===== src/source/rsrc_pkg.sv =====
// shared definitions for the uplink radio data source
// - output word and RB size constants
// - request, carrier configuration and AXI-Stream beat types
// - RB size function used when a packet is loaded
package rsrc_pkg;

  // --------------------------------------------------------------------
  // sizes and codes
  // --------------------------------------------------------------------
  // bytes per 64-bit output word
  localparam int DATA_BYTES = 8;
  // bytes per RB with no compression
  localparam int RB_UNCOMP_BYTES = 48;
  // udCompMeth code for block floating point
  localparam logic [3:0] COMP_BFP = 4'd1;

  typedef logic [8:0] rb_idx_t;
  typedef logic [7:0] rb_cnt_t;
  // offset or count of bytes inside one RB, max 48
  typedef logic [5:0] byte_ofs_t;
  typedef logic [2:0] cc_id_t;

  // --------------------------------------------------------------------
  // structured signals
  // --------------------------------------------------------------------
  // one byte per carrier, laid out like udCompHdr
  typedef struct packed {
    logic [3:0] iq_width;
    logic [3:0] comp_meth;
  } cc_cfg_t;

  // beamformer style request, 20 bits
  typedef struct packed {
    rb_idx_t rb_start;
    rb_cnt_t num_rb;
    cc_id_t  cc;
  } rb_req_t;

  typedef struct packed {
    logic [63:0] tdata;
    logic [7:0]  tkeep;
    logic        tvalid;
    logic        tlast;
  } axis_beat_t;

  // bytes per RB: 3*iqwidth+1 for BFP (exponent byte), 48 otherwise
  function automatic byte_ofs_t rb_bytes(cc_cfg_t cfg);
    if (cfg.comp_meth == COMP_BFP) begin
      return byte_ofs_t'({2'b00, cfg.iq_width} * 6'd3 + 6'd1);
    end
    return byte_ofs_t'(RB_UNCOMP_BYTES);
  endfunction

endpackage


===== src/source/req_queue.sv =====
// request queue for the radio source
// - input register stage for the request pulse
// - circular store with wrapping read and write pointers
// - fill count and head-of-queue output
module req_queue import rsrc_pkg::*; #(
  parameter int QUEUE_DEPTH = 8
) (
  input  logic    clk,
  input  logic    resetn,
  input  rb_req_t i_req,
  input  logic    i_req_valid,
  input  logic    i_pop,
  output rb_req_t o_head,
  output logic    o_req_pending
);

  localparam int PTR_W = (QUEUE_DEPTH > 1) ? $clog2(QUEUE_DEPTH) : 1;
  localparam int CNT_W = $clog2(QUEUE_DEPTH + 1);

  rb_req_t    req_q;
  logic       req_valid_q;
  rb_req_t    mem [QUEUE_DEPTH];
  logic [PTR_W-1:0] wr_ptr;
  logic [PTR_W-1:0] rd_ptr;
  logic [CNT_W-1:0] count;
  logic       push;

  // a full queue only takes a request when the head leaves on the same edge
  assign push = req_valid_q && ((count != CNT_W'(QUEUE_DEPTH)) || i_pop);

  // --------------------------------------------------------------------
  // capture stage
  // --------------------------------------------------------------------
  always_ff @(posedge clk) begin
    req_q <= i_req;
    if (!resetn) begin
      req_valid_q <= 1'b0;
    end else begin
      req_valid_q <= i_req_valid;
    end
  end

  // storage
  always_ff @(posedge clk) begin
    if (push) begin
      mem[wr_ptr] <= req_q;
    end
  end

  // --------------------------------------------------------------------
  // pointers and fill count
  // --------------------------------------------------------------------
  always_ff @(posedge clk) begin
    if (!resetn) begin
      wr_ptr <= '0;
      rd_ptr <= '0;
      count  <= '0;
    end else begin
      if (push) begin
        wr_ptr <= (wr_ptr == PTR_W'(QUEUE_DEPTH - 1)) ? '0 : wr_ptr + 1'b1;
      end
      if (i_pop) begin
        rd_ptr <= (rd_ptr == PTR_W'(QUEUE_DEPTH - 1)) ? '0 : rd_ptr + 1'b1;
      end
      // push and pop together leave the count alone
      if (push && !i_pop) begin
        count <= count + 1'b1;
      end else if (!push && i_pop) begin
        count <= count - 1'b1;
      end
    end
  end

  assign o_head        = mem[rd_ptr];
  assign o_req_pending = (count != '0);

endmodule


===== src/source/rb_seq_fsm.sv =====
// packet sequencer for the radio source
// - IDLE/LOAD/PREP/SEND/LAST state machine
// - start, step and emit pulses for the byte counter and word builder
// - queue pop at packet end and next-cycle tvalid level
module rb_seq_fsm (
  input  logic clk,
  input  logic resetn,
  input  logic i_req_pending,
  input  logic i_rb_end,
  input  logic i_pkt_end,
  input  logic i_tready,
  output logic o_start,
  output logic o_step,
  output logic o_emit,
  output logic o_last_beat,
  output logic o_pop,
  output logic o_tvalid
);

  typedef enum logic [2:0] {
    ST_IDLE,
    ST_LOAD,
    ST_PREP,
    ST_SEND,
    ST_LAST
  } seq_state_t;

  seq_state_t state;
  seq_state_t state_nxt;
  logic       word_last;

  // the closing word is the one that ends the final RB
  assign word_last = i_rb_end && i_pkt_end;

  always_ff @(posedge clk) begin
    if (!resetn) begin
      state <= ST_IDLE;
    end else begin
      state <= state_nxt;
    end
  end

  // --------------------------------------------------------------------
  // next state and pulses
  // --------------------------------------------------------------------
  always_comb begin
    state_nxt   = state;
    o_start     = 1'b0;
    o_step      = 1'b0;
    o_emit      = 1'b0;
    o_last_beat = 1'b0;
    o_pop       = 1'b0;
    o_tvalid    = 1'b0;
    case (state)
      ST_IDLE: begin
        if (i_req_pending) begin
          state_nxt = ST_LOAD;
        end
      end
      // counter latches the head request
      ST_LOAD: begin
        o_start   = 1'b1;
        state_nxt = ST_PREP;
      end
      // first word into the empty output register
      ST_PREP: begin
        o_emit      = 1'b1;
        o_step      = 1'b1;
        o_last_beat = word_last;
        o_tvalid    = 1'b1;
        state_nxt   = word_last ? ST_LAST : ST_SEND;
      end
      // one word per accepted beat, frozen under back-pressure
      ST_SEND: begin
        o_tvalid = 1'b1;
        if (i_tready) begin
          o_emit      = 1'b1;
          o_step      = 1'b1;
          o_last_beat = word_last;
          if (word_last) begin
            state_nxt = ST_LAST;
          end
        end
      end
      // tlast beat on the bus, tvalid drops once it is taken
      ST_LAST: begin
        if (i_tready) begin
          o_pop     = 1'b1;
          state_nxt = ST_IDLE;
        end
      end
      default: state_nxt = ST_IDLE;
    endcase
  end

endmodule


===== src/source/rb_byte_counter.sv =====
// byte position tracking inside the current packet
// - latches RB start, RB count and RB size on start
// - registered bytes-left scheme, one step per output word
// - RB end and packet end flags for the sequencer
module rb_byte_counter import rsrc_pkg::*; #(
  parameter int NUM_CC = 8
) (
  input  logic                   clk,
  input  logic                   resetn,
  input  logic                   i_start,
  input  logic                   i_step,
  input  rb_req_t                i_head,
  input  cc_cfg_t [NUM_CC-1:0]   i_cc_cfg,
  output byte_ofs_t              o_byte_ofs,
  output byte_ofs_t              o_bytes_left,
  output rb_idx_t                o_rb_ord,
  output logic                   o_rb_end,
  output logic                   o_pkt_end
);

  rb_idx_t   rb_start_q;
  rb_cnt_t   num_rb_m1_q;
  byte_ofs_t rb_size_q;
  byte_ofs_t byte_ofs;
  byte_ofs_t bytes_left;
  rb_cnt_t   rb_cnt;
  // bytes of the next RB that spill into a boundary word
  byte_ofs_t spill;

  assign spill = byte_ofs_t'(DATA_BYTES) - bytes_left;

  // packet constants, only read between start and pop
  always_ff @(posedge clk) begin
    if (i_start) begin
      rb_start_q  <= i_head.rb_start;
      num_rb_m1_q <= i_head.num_rb - 1'b1;
      rb_size_q   <= rb_bytes(i_cc_cfg[i_head.cc]);
    end
  end

  // --------------------------------------------------------------------
  // position update
  // --------------------------------------------------------------------
  always_ff @(posedge clk) begin
    if (!resetn) begin
      byte_ofs   <= '0;
      bytes_left <= '0;
      rb_cnt     <= '0;
    end else if (i_start) begin
      byte_ofs   <= '0;
      bytes_left <= rb_bytes(i_cc_cfg[i_head.cc]);
      rb_cnt     <= '0;
    end else if (i_step) begin
      if (o_rb_end) begin
        // word closes this RB, carry on in the next one past the spill
        byte_ofs   <= spill;
        bytes_left <= rb_size_q - spill;
        rb_cnt     <= rb_cnt + 1'b1;
      end else begin
        byte_ofs   <= byte_ofs + byte_ofs_t'(DATA_BYTES);
        bytes_left <= bytes_left - byte_ofs_t'(DATA_BYTES);
      end
    end
  end

  assign o_byte_ofs   = byte_ofs;
  assign o_bytes_left = bytes_left;
  assign o_rb_ord     = rb_start_q + rb_idx_t'(rb_cnt);
  assign o_rb_end     = (bytes_left <= byte_ofs_t'(DATA_BYTES));
  assign o_pkt_end    = o_rb_end && (rb_cnt == num_rb_m1_q);

endmodule


===== src/source/rb_word_builder.sv =====
// output word builder for the radio source
// - pattern bytes per lane from CC, RB order and byte offset
// - splice of two RBs on a boundary word
// - AXI-Stream output register with tkeep on the last beat
module rb_word_builder import rsrc_pkg::*; #(
  parameter int NUM_CC = 8
) (
  input  logic       clk,
  input  logic       resetn,
  input  logic       i_emit,
  input  logic       i_last_beat,
  input  logic       i_tvalid,
  input  logic       i_tready,
  input  cc_id_t     i_cc,
  input  byte_ofs_t  i_byte_ofs,
  input  byte_ofs_t  i_bytes_left,
  input  rb_idx_t    i_rb_ord,
  output axis_beat_t o_axis
);

  axis_beat_t             beat_q;
  logic                   out_free;
  cc_id_t                 cc_tag;
  rb_idx_t                rb_next;
  logic [63:0]            word_d;
  logic [DATA_BYTES-1:0]  in_rb;

  // byte o of an RB is half of the lane {cc, rb, o/2 mod 16}
  function automatic logic [7:0] pat_byte(cc_id_t cc, rb_idx_t rb, byte_ofs_t ofs);
    logic [15:0] lane;
    lane = {cc, rb, ofs[4:1]};
    return ofs[0] ? lane[15:8] : lane[7:0];
  endfunction

  // carriers beyond the configured count are tagged as CC 0
  assign cc_tag   = (int'(i_cc) < NUM_CC) ? i_cc : '0;
  assign rb_next  = i_rb_ord + 1'b1;
  // register may load when empty or when the current beat is taken
  assign out_free = !beat_q.tvalid || i_tready;

  // --------------------------------------------------------------------
  // lane select
  // --------------------------------------------------------------------
  always_comb begin
    for (int x = 0; x < DATA_BYTES; x++) begin
      in_rb[x] = (byte_ofs_t'(x) < i_bytes_left);
      if (in_rb[x]) begin
        word_d[8*x +: 8] = pat_byte(cc_tag, i_rb_ord, i_byte_ofs + byte_ofs_t'(x));
      end else begin
        // rest of the word starts the following RB at offset 0
        word_d[8*x +: 8] = pat_byte(cc_tag, rb_next, byte_ofs_t'(x) - i_bytes_left);
      end
    end
  end

  // --------------------------------------------------------------------
  // output register
  // --------------------------------------------------------------------
  always_ff @(posedge clk) begin
    if (!resetn) begin
      beat_q.tvalid <= 1'b0;
      beat_q.tlast  <= 1'b0;
    end else if (out_free) begin
      beat_q.tvalid <= i_tvalid;
      beat_q.tlast  <= i_emit && i_last_beat;
    end
  end

  always_ff @(posedge clk) begin
    if (out_free && i_emit) begin
      beat_q.tdata <= word_d;
      // last word keeps only the bytes of the final RB
      beat_q.tkeep <= i_last_beat ? in_rb : '1;
    end
  end

  assign o_axis = beat_q;

endmodule


===== src/source/radio_source_top.sv =====
// top level of the uplink radio data source
// - request queue, packet sequencer, byte counter, word builder
// - sets carrier count and queue depth for the hierarchy
module radio_source_top import rsrc_pkg::*; #(
  parameter int NUM_CC      = 8,
  parameter int QUEUE_DEPTH = 8
) (
  input  logic                 clk,
  input  logic                 resetn,
  input  rb_req_t              i_req,
  input  logic                 i_req_valid,
  input  cc_cfg_t [NUM_CC-1:0] i_cc_cfg,
  input  logic                 i_tready,
  output axis_beat_t           o_axis
);

  // --------------------------------------------------------------------
  // interconnect
  // --------------------------------------------------------------------
  rb_req_t   head;
  logic      req_pending;
  logic      pop;
  logic      start;
  logic      step;
  logic      emit;
  logic      last_beat;
  logic      tvalid_nxt;
  logic      rb_end;
  logic      pkt_end;
  byte_ofs_t byte_ofs;
  byte_ofs_t bytes_left;
  rb_idx_t   rb_ord;

  req_queue #(
    .QUEUE_DEPTH (QUEUE_DEPTH)
  ) u_req_queue (
    .clk           (clk),
    .resetn        (resetn),
    .i_req         (i_req),
    .i_req_valid   (i_req_valid),
    .i_pop         (pop),
    .o_head        (head),
    .o_req_pending (req_pending)
  );

  rb_seq_fsm u_rb_seq_fsm (
    .clk           (clk),
    .resetn        (resetn),
    .i_req_pending (req_pending),
    .i_rb_end      (rb_end),
    .i_pkt_end     (pkt_end),
    .i_tready      (i_tready),
    .o_start       (start),
    .o_step        (step),
    .o_emit        (emit),
    .o_last_beat   (last_beat),
    .o_pop         (pop),
    .o_tvalid      (tvalid_nxt)
  );

  rb_byte_counter #(
    .NUM_CC (NUM_CC)
  ) u_rb_byte_counter (
    .clk          (clk),
    .resetn       (resetn),
    .i_start      (start),
    .i_step       (step),
    .i_head       (head),
    .i_cc_cfg     (i_cc_cfg),
    .o_byte_ofs   (byte_ofs),
    .o_bytes_left (bytes_left),
    .o_rb_ord     (rb_ord),
    .o_rb_end     (rb_end),
    .o_pkt_end    (pkt_end)
  );

  // head stays put until pop, so its CC is valid for the whole packet
  rb_word_builder #(
    .NUM_CC (NUM_CC)
  ) u_rb_word_builder (
    .clk          (clk),
    .resetn       (resetn),
    .i_emit       (emit),
    .i_last_beat  (last_beat),
    .i_tvalid     (tvalid_nxt),
    .i_tready     (i_tready),
    .i_cc         (head.cc),
    .i_byte_ofs   (byte_ofs),
    .i_bytes_left (bytes_left),
    .i_rb_ord     (rb_ord),
    .o_axis       (o_axis)
  );

endmodule


===== config.mk =====
export PLATFORM = sky130hd
export DESIGN_NAME = radio_source_top
export DESIGN_NICKNAME = d
export VERILOG_FILES = /design/src/source/rsrc_pkg.sv /design/src/source/req_queue.sv /design/src/source/rb_seq_fsm.sv /design/src/source/rb_byte_counter.sv /design/src/source/rb_word_builder.sv /design/src/source/radio_source_top.sv
export SDC_FILE = /design/constraint.sdc
export NUM_CORES = 1
export LEC_CHECK = 0
export BUFFER_PORTS_ARGS = -buffer_cell sky130_fd_sc_hd__buf_2
export CAP_MARGIN = 30
export CELL_PAD_IN_SITES_DETAIL_PLACEMENT = 0
export CELL_PAD_IN_SITES_GLOBAL_PLACEMENT = 1
export CORE_UTILIZATION = 52
export CTS_CLUSTER_DIAMETER = 30
export DETAILED_ROUTE_END_ITERATION = 10
export PLACE_DENSITY = 0.95
export SYNTH_ARGS = -nofsm -noshare
export SYNTH_HDL_FRONTEND = slang
export SYNTH_SLANG_ARGS = --single-unit

===== constraint.sdc =====
create_clock -name clk -period 11.3 [get_ports clk]
set_input_delay 1.695 -clock clk [delete_from_list [all_inputs] [get_ports clk]]
set_output_delay 1.695 -clock clk [all_outputs]
set_load 0.01 [all_outputs]

==> impl_metrics.tcl, run 1 <==
set metrics [dict create \
    hold_viol_final 0 \
    avgSynthCellArea_um2 13.1 \
    cts.clk_slew.worst_paths_ns 0.06 \
    nets 1428 \
    p_leak_nw 6.39 \
    switching_share_pct 32.0 \
    power.density_nw_per_um2 219 \
    p_int_mw 2.60 \
    rows 60 \
    routed_wirelength_mm 32.6 \
    drcViolationCount 0 \
    drive_gt1_share_pct 25.9 \
    synth_top_area_share_pct 52.5 \
    synth_area_leaders "edfxtp_1 (53%), dfxtp_1 (8.0%), mux4_2 (6.3%)" \
    grt_usage_pct 23.3 \
    fp.dieW_um 169 \
    fin_worst_hold_slack_ns 0.527 \
    finalClockSkew_ns 0.0390 \
    die_height_um 169 \
    cts_resized 0 \
    yosysUniqueCellTypes 63 \
    io_buffers 161 \
    vdd_drop_max_mv 0.170 \
    final_area_um2 17500 \
    path_class "register to register" \
    grt_pass1_vias 9631 \
    period_minus_slack_ns 4.45 \
    drtAntennaViolNets 0 \
    synth_edf_count 255 \
    p_clk_share_pct 37.8 \
    async_reset_ff_share_pct 0 \
    ctsHtreeMaxLevel 2 \
    yosys.area.top_type "edfxtp_1" \
    numClockSinks 313 \
    cts_buffers 48 \
    yosysSeqAreaShare_pct 60.5 \
    firstDrtPassIters 5 \
    p_switching_mw 1.22 \
    finalSetupViolations 0 \
    die_area_um2 28700 \
    path_max_fanout 45 \
    clockRootBuffer "clkbuf_16" \
    ys.flop_type "edfxtp_1" \
    drtIter0Drc 662 \
    pwr-share-comb_pct 24.2 \
    routedWlPerCell_um 19.1 \
    p_seq_share_pct 38.0 \
    slew-limit-headroom_pct 29.2 \
    outcome "complete, no violations" \
    ys_ff_latch 313 \
    finalCritPeriodShare_pct 39.4 \
    rsz0062_at_grt "no" \
    vias 9643 \
    min_path_cells 2 \
    routabilityCongestion 0.928 \
    setup_tns_ns 0 \
    grt_max_degree 73 \
    post_cts_buffers 0 \
    cts_tree "yes" \
    core_um2 27300 \
    synth_warnings 0 \
    worstRegToRegCells 10 \
    tightest_slew_ns 1.05 \
    cap_violations 0 \
    grt_pass1_wl_mm 51.2 \
    start_kind "register" \
    via_per_inst 5.67 \
    worst_ep_arrival_time_ns 4.87 \
    grt_overflow 0 \
    ios 162 \
    start_util_pct 53.5 \
    final_core_utilization_pct 64.2 \
    slew_violations 0 \
    required_ns 11.72 \
    max_freq_mhz 225 \
    synth_nets 1249 \
    insertion_delay_ns 0.58 \
    p_total_mw 3.83 \
    dp_hpwl_mm 21.1 \
    worstSetupEndpointType "register" \
    ctsHoldBuffers 0 \
    dpl_cell_area_um2 15800 \
    syn-instance-count 1111 \
    area_growth_pct 19.9 \
    antenna_found_initial 0 \
    hold_class "register to register" \
    insertedDiodeCount 0 \
    cts_buffer_depth 3 \
    syn_area_um2 14600 \
]
layer usage:
metal  track usage, %  vias up  part of all wire (%)
li1                 -     4538                     -
met1             28.4     4631                    39
met2             40.0      386                    50
met3             4.10       88                   6.4
met4             11.9        0                   4.2
met5                0        -                     0
cell usage in the layout (no fill, tap or decap), types with 25 or more instances in the layout:
master     synthesis  routed
edfxtp_1         255     255
buf_2              4     161
nor2_1            87      87
nand2_1           85      85
a21oi_1           83      82
dfxtp_1           58      56
o21ai_0           56      55
mux2i_1           50      50
clkbuf_16          0      48
ha_1              47      47
mux4_2            41      41
xnor2_1           35      35
inv_1             33      33
xor2_1            25      25
cell usage after synthesis (all sizes together), types with 17 or more instances:
master  number
a21oi       84
a31oi       21
clkbuf      37
dfxtp       58
edfxtp     255
ha          47
inv         33
mux2i       52
mux4        41
nand2       86
nor2        88
nor3        17
o21ai       58
xnor2       35
xor2        25
cell families (layout without fill, tap and decap cells):
kind of cell	after synthesis	count (layout)	synth area share (%)
AOI/OAI and AO/OA	216	216	8.86
and+or+nand+nor	279	279	9.01
xor gates and xnor gates	60	60	3.60
DFF	313	313	60.5
adders and majority gates	50	50	4.44
buffers and inverters	87	306	2.53
muxes	106	106	11.1
path summary, 6_finish.rpt:
kind / start / endpoint / slack [ns]
worst max-delay path: register / u_rb_byte_counter.rb_size_q[4] / 6.85
worst min-delay path: u_req_queue.rd_ptr[1] / u_req_queue.rd_ptr[1] / 0.53
worst max register to register: register / u_rb_byte_counter.rb_size_q[4] / 6.85
worst min register to register: u_req_queue.rd_ptr[1] / u_req_queue.rd_ptr[1] / 0.53
sequential cells by signal, summed over array words and instances, names as in the netlist, 5 cells and up, named ones only:
name	flops
u_rb_byte_counter.num_rb_m1_q	8
u_rb_word_builder.o_axis	74
u_req_queue.req_q	20
u_rb_byte_counter.rb_cnt	8
u_req_queue.mem	160
u_rb_byte_counter.rb_start_q	9
u_rb_byte_counter.rb_size_q	6
u_rb_byte_counter.o_byte_ofs	5
u_rb_byte_counter.o_bytes_left	6
stage by stage:
stage	cells	worst slack (ns)
after floorplan	1111	5.07
after global placement	1609	6.88
after detailed placement	1611	6.82
after CTS	1701	6.80
after global routing	1702	6.50
final	1702	6.85
critical path: stages (launching register included):
cell and delay [ns]:
dfxtp_2 0.31, buf_4 0.65, mux4_2 0.62, mux2i_4 0.76, nor2_2 0.10, a22o_1 0.24, a211oi_2 0.42, ha_1 0.37
and4_1 0.17, or4_1 0.54, nand2b_1 0.10
area by class of cell:
| cell class | count | area (um^2) |
|---|---|---|
| fill | 1993 | 9770 |
| multi-input combinational | 711 | 5440 |
| timing repair buffer | 180 | 985 |
| inverter | 36 | 135 |
| tap | 372 | 465 |
| clock buffer | 57 | 1250 |
| sequential | 313 | 8820 |
| clock inverter | 33 | 384 |
power groups by stage:
stage	registers (mW)	clock network (mW)	logic, mW
final	1.45	1.45	0.928
after global routing	1.46	1.52	1.03
after CTS	1.45	1.47	0.911
after detailed placement	1.48	0	0.905
after global placement	1.47	0	0.885
after floorplan	1.49	0	0.623
(Power assumes the default switching activity.)
==> run 2, diff against run 1 <==
Settings changed: CORE_UTILIZATION 52 to 48, PLACE_DENSITY 0.95 to 0.9.
Clock period 11.3 ns to 4.67 ns, I/O delays scaled along.
==> run 2 against run 1 <==
Net effect: utilization is 4.2 points lower; largest cell class unchanged; critical path depth increased by 1; largest power group is now the clock network; die area increased by 8.2%; clock power grew to 2.9 times the previous value; cell count grew 1.9%; worst setup slack lost 5.9 ns; combinational power rose by 150%; highest routed layer unchanged; clock skew is 0.013 ns lower; critical path type unchanged; non-clock buffer count rose by 4; total power grew to 2.6 times the previous value; global-route usage is 2.0 points lower; count of clock-buffer cells in the layout unchanged.
==> impl_metrics.tcl, run 2 (same netlist as run 1, synthesis figures left out) <==
set metrics [dict create \
    vdd_drop_max_mv 0.386 \
    rsz0062_at_grt "no" \
    grt_usage_pct 21.4 \
    outcome "complete, no violations" \
    routedWlPerCell_um 18.9 \
    nets 1438 \
    drive_gt1_share_pct 27.1 \
    finalCritPeriodShare_pct 79.8 \
    hold_class "primary input to register" \
    setup_ws_ns 0.945 \
    cts_resized 0 \
    routabilityCongestion 0.883 \
    io_buffers 161 \
    die_area_um2 31100 \
    rows 63 \
    slew_violations 0 \
    final_cell_mix "edfxtp_1 (255), buf_2 (161), nor2_1 (87)" \
    firstDrtPassIters 5 \
    worstRegToRegCells 11 \
    numClockSinks 313 \
    ios 162 \
    ctsHoldBuffers 0 \
    area_growth_pct 22.5 \
    routed_wirelength_mm 32.8 \
    cap_violations 0 \
    required_ns 5.09 \
    antenna_found_initial 0 \
    ctsHtreeMaxLevel 2 \
    clockRootBuffer "clkbuf_16" \
    dp_slack_ns 0.905 \
    largest-register "u_req_queue.mem" \
    grt_pass1_vias 9523 \
    worst_ep_arrival_time_ns 4.14 \
    insertedDiodeCount 0 \
    core_um2 29800 \
    grt_overflow 0 \
    drcViolationCount 0 \
    min_path_cells 1 \
    grt_pass1_wl_mm 51.0 \
    drtIter0Drc 689 \
    tightest_slew_ns 0.871 \
    worstSetupEndpointType "register" \
    cts.clk_slew.worst_paths_ns 0.06 \
    p_leak_nw 6.56 \
    max_freq_mhz 268 \
    post_cts_buffers 0 \
    fillers 2319 \
    dp.cells 1633 \
    drtAntennaViolNets 0 \
    cts_buffers 54 \
    path_class "register to register" \
    path_max_fanout 36 \
    grt_max_degree 73 \
    finalSetupViolations 0 \
    power.density_nw_per_um2 558 \
    period_minus_slack_ns 3.72 \
    start_kind "register" \
    finalClockSkew_ns 0.0265 \
    stdcell_count 1735 \
    die_height_um 176 \
    slew-limit-headroom_pct 42.0 \
    cts_buffer_depth 3 \
    dp_hpwl_mm 21.3 \
    largest_reg_flops 160 \
    start_util_pct 48.9 \
    final_common_cell "edfxtp_1" \
    via_per_inst 5.52 \
    fp.dieW_um 176 \
    hold_viol_final 0 \
    insertion_delay_ns 0.57 \
    setup_tns_ns 0 \
    vias 9576 \
    cts_tree "yes" \
]
[run 2: final cells by class]
type	count	area, um^2	area share (%)
Sequential cell	313	8820	49.4
Multi-Input combinational cell	711	5440	30.5
Clock buffer	57	1370	7.69
Timing Repair Buffer	184	998	5.59
Clock inverter	44	604	3.38
Tap cell	390	488	2.73
Inverter	36	135	0.757
[run 2: final timing paths]
check | startpoint | endpoint | slack [ns]
min | i_req[5] | u_req_queue.req_q[5] | 0.23
min reg2reg | u_req_queue.count[3] | u_req_queue.count[3] | 0.52
max reg2reg | register | u_rb_byte_counter.rb_size_q[4] | 0.95
max | register | u_rb_byte_counter.rb_size_q[4] | 0.95
[run 2: stage by stage]
step                      area (um^2)  hold WS (ns)  total power [mW]  utilization (%)
after floorplan                 14600         0.471              5.10                -
after global placement          15900         0.492              5.75             53.2
after detailed placement        15900         0.503              5.80             53.2
after CTS                       17800         0.210              9.99             59.8
after global routing            17900         0.203              10.4             59.9
final                           17900         0.233              9.97             59.9
[run 2: metal layers]
metal	part of all wire [%]	vias up	track usage, %
li1	-	4553	-
met1	41	4594	26.3
met2	49	344	36.9
met3	5.8	85	3.55
met4	3.8	0	9.57
met5	0	-	0
[run 2: worst max-delay path: stages, from the launching register on]
cell      delay (ns)
dfxtp_2         0.49
buf_4           0.62
mux4_2          0.60
nor3b_1         0.21
a31o_2          0.16
a22oi_2         0.08
o21ai_2         0.11
inv_1           0.12
ha_1            0.36
and4_1          0.17
or4_1           0.55
nand2b_1        0.10
[run 2: power by group]
group	switching [mW]	leakage (nW)	internal, mW
sequential	0.125	2.76	3.39
combinational	1.47	2.86	0.810
clock	1.47	0.935	2.70
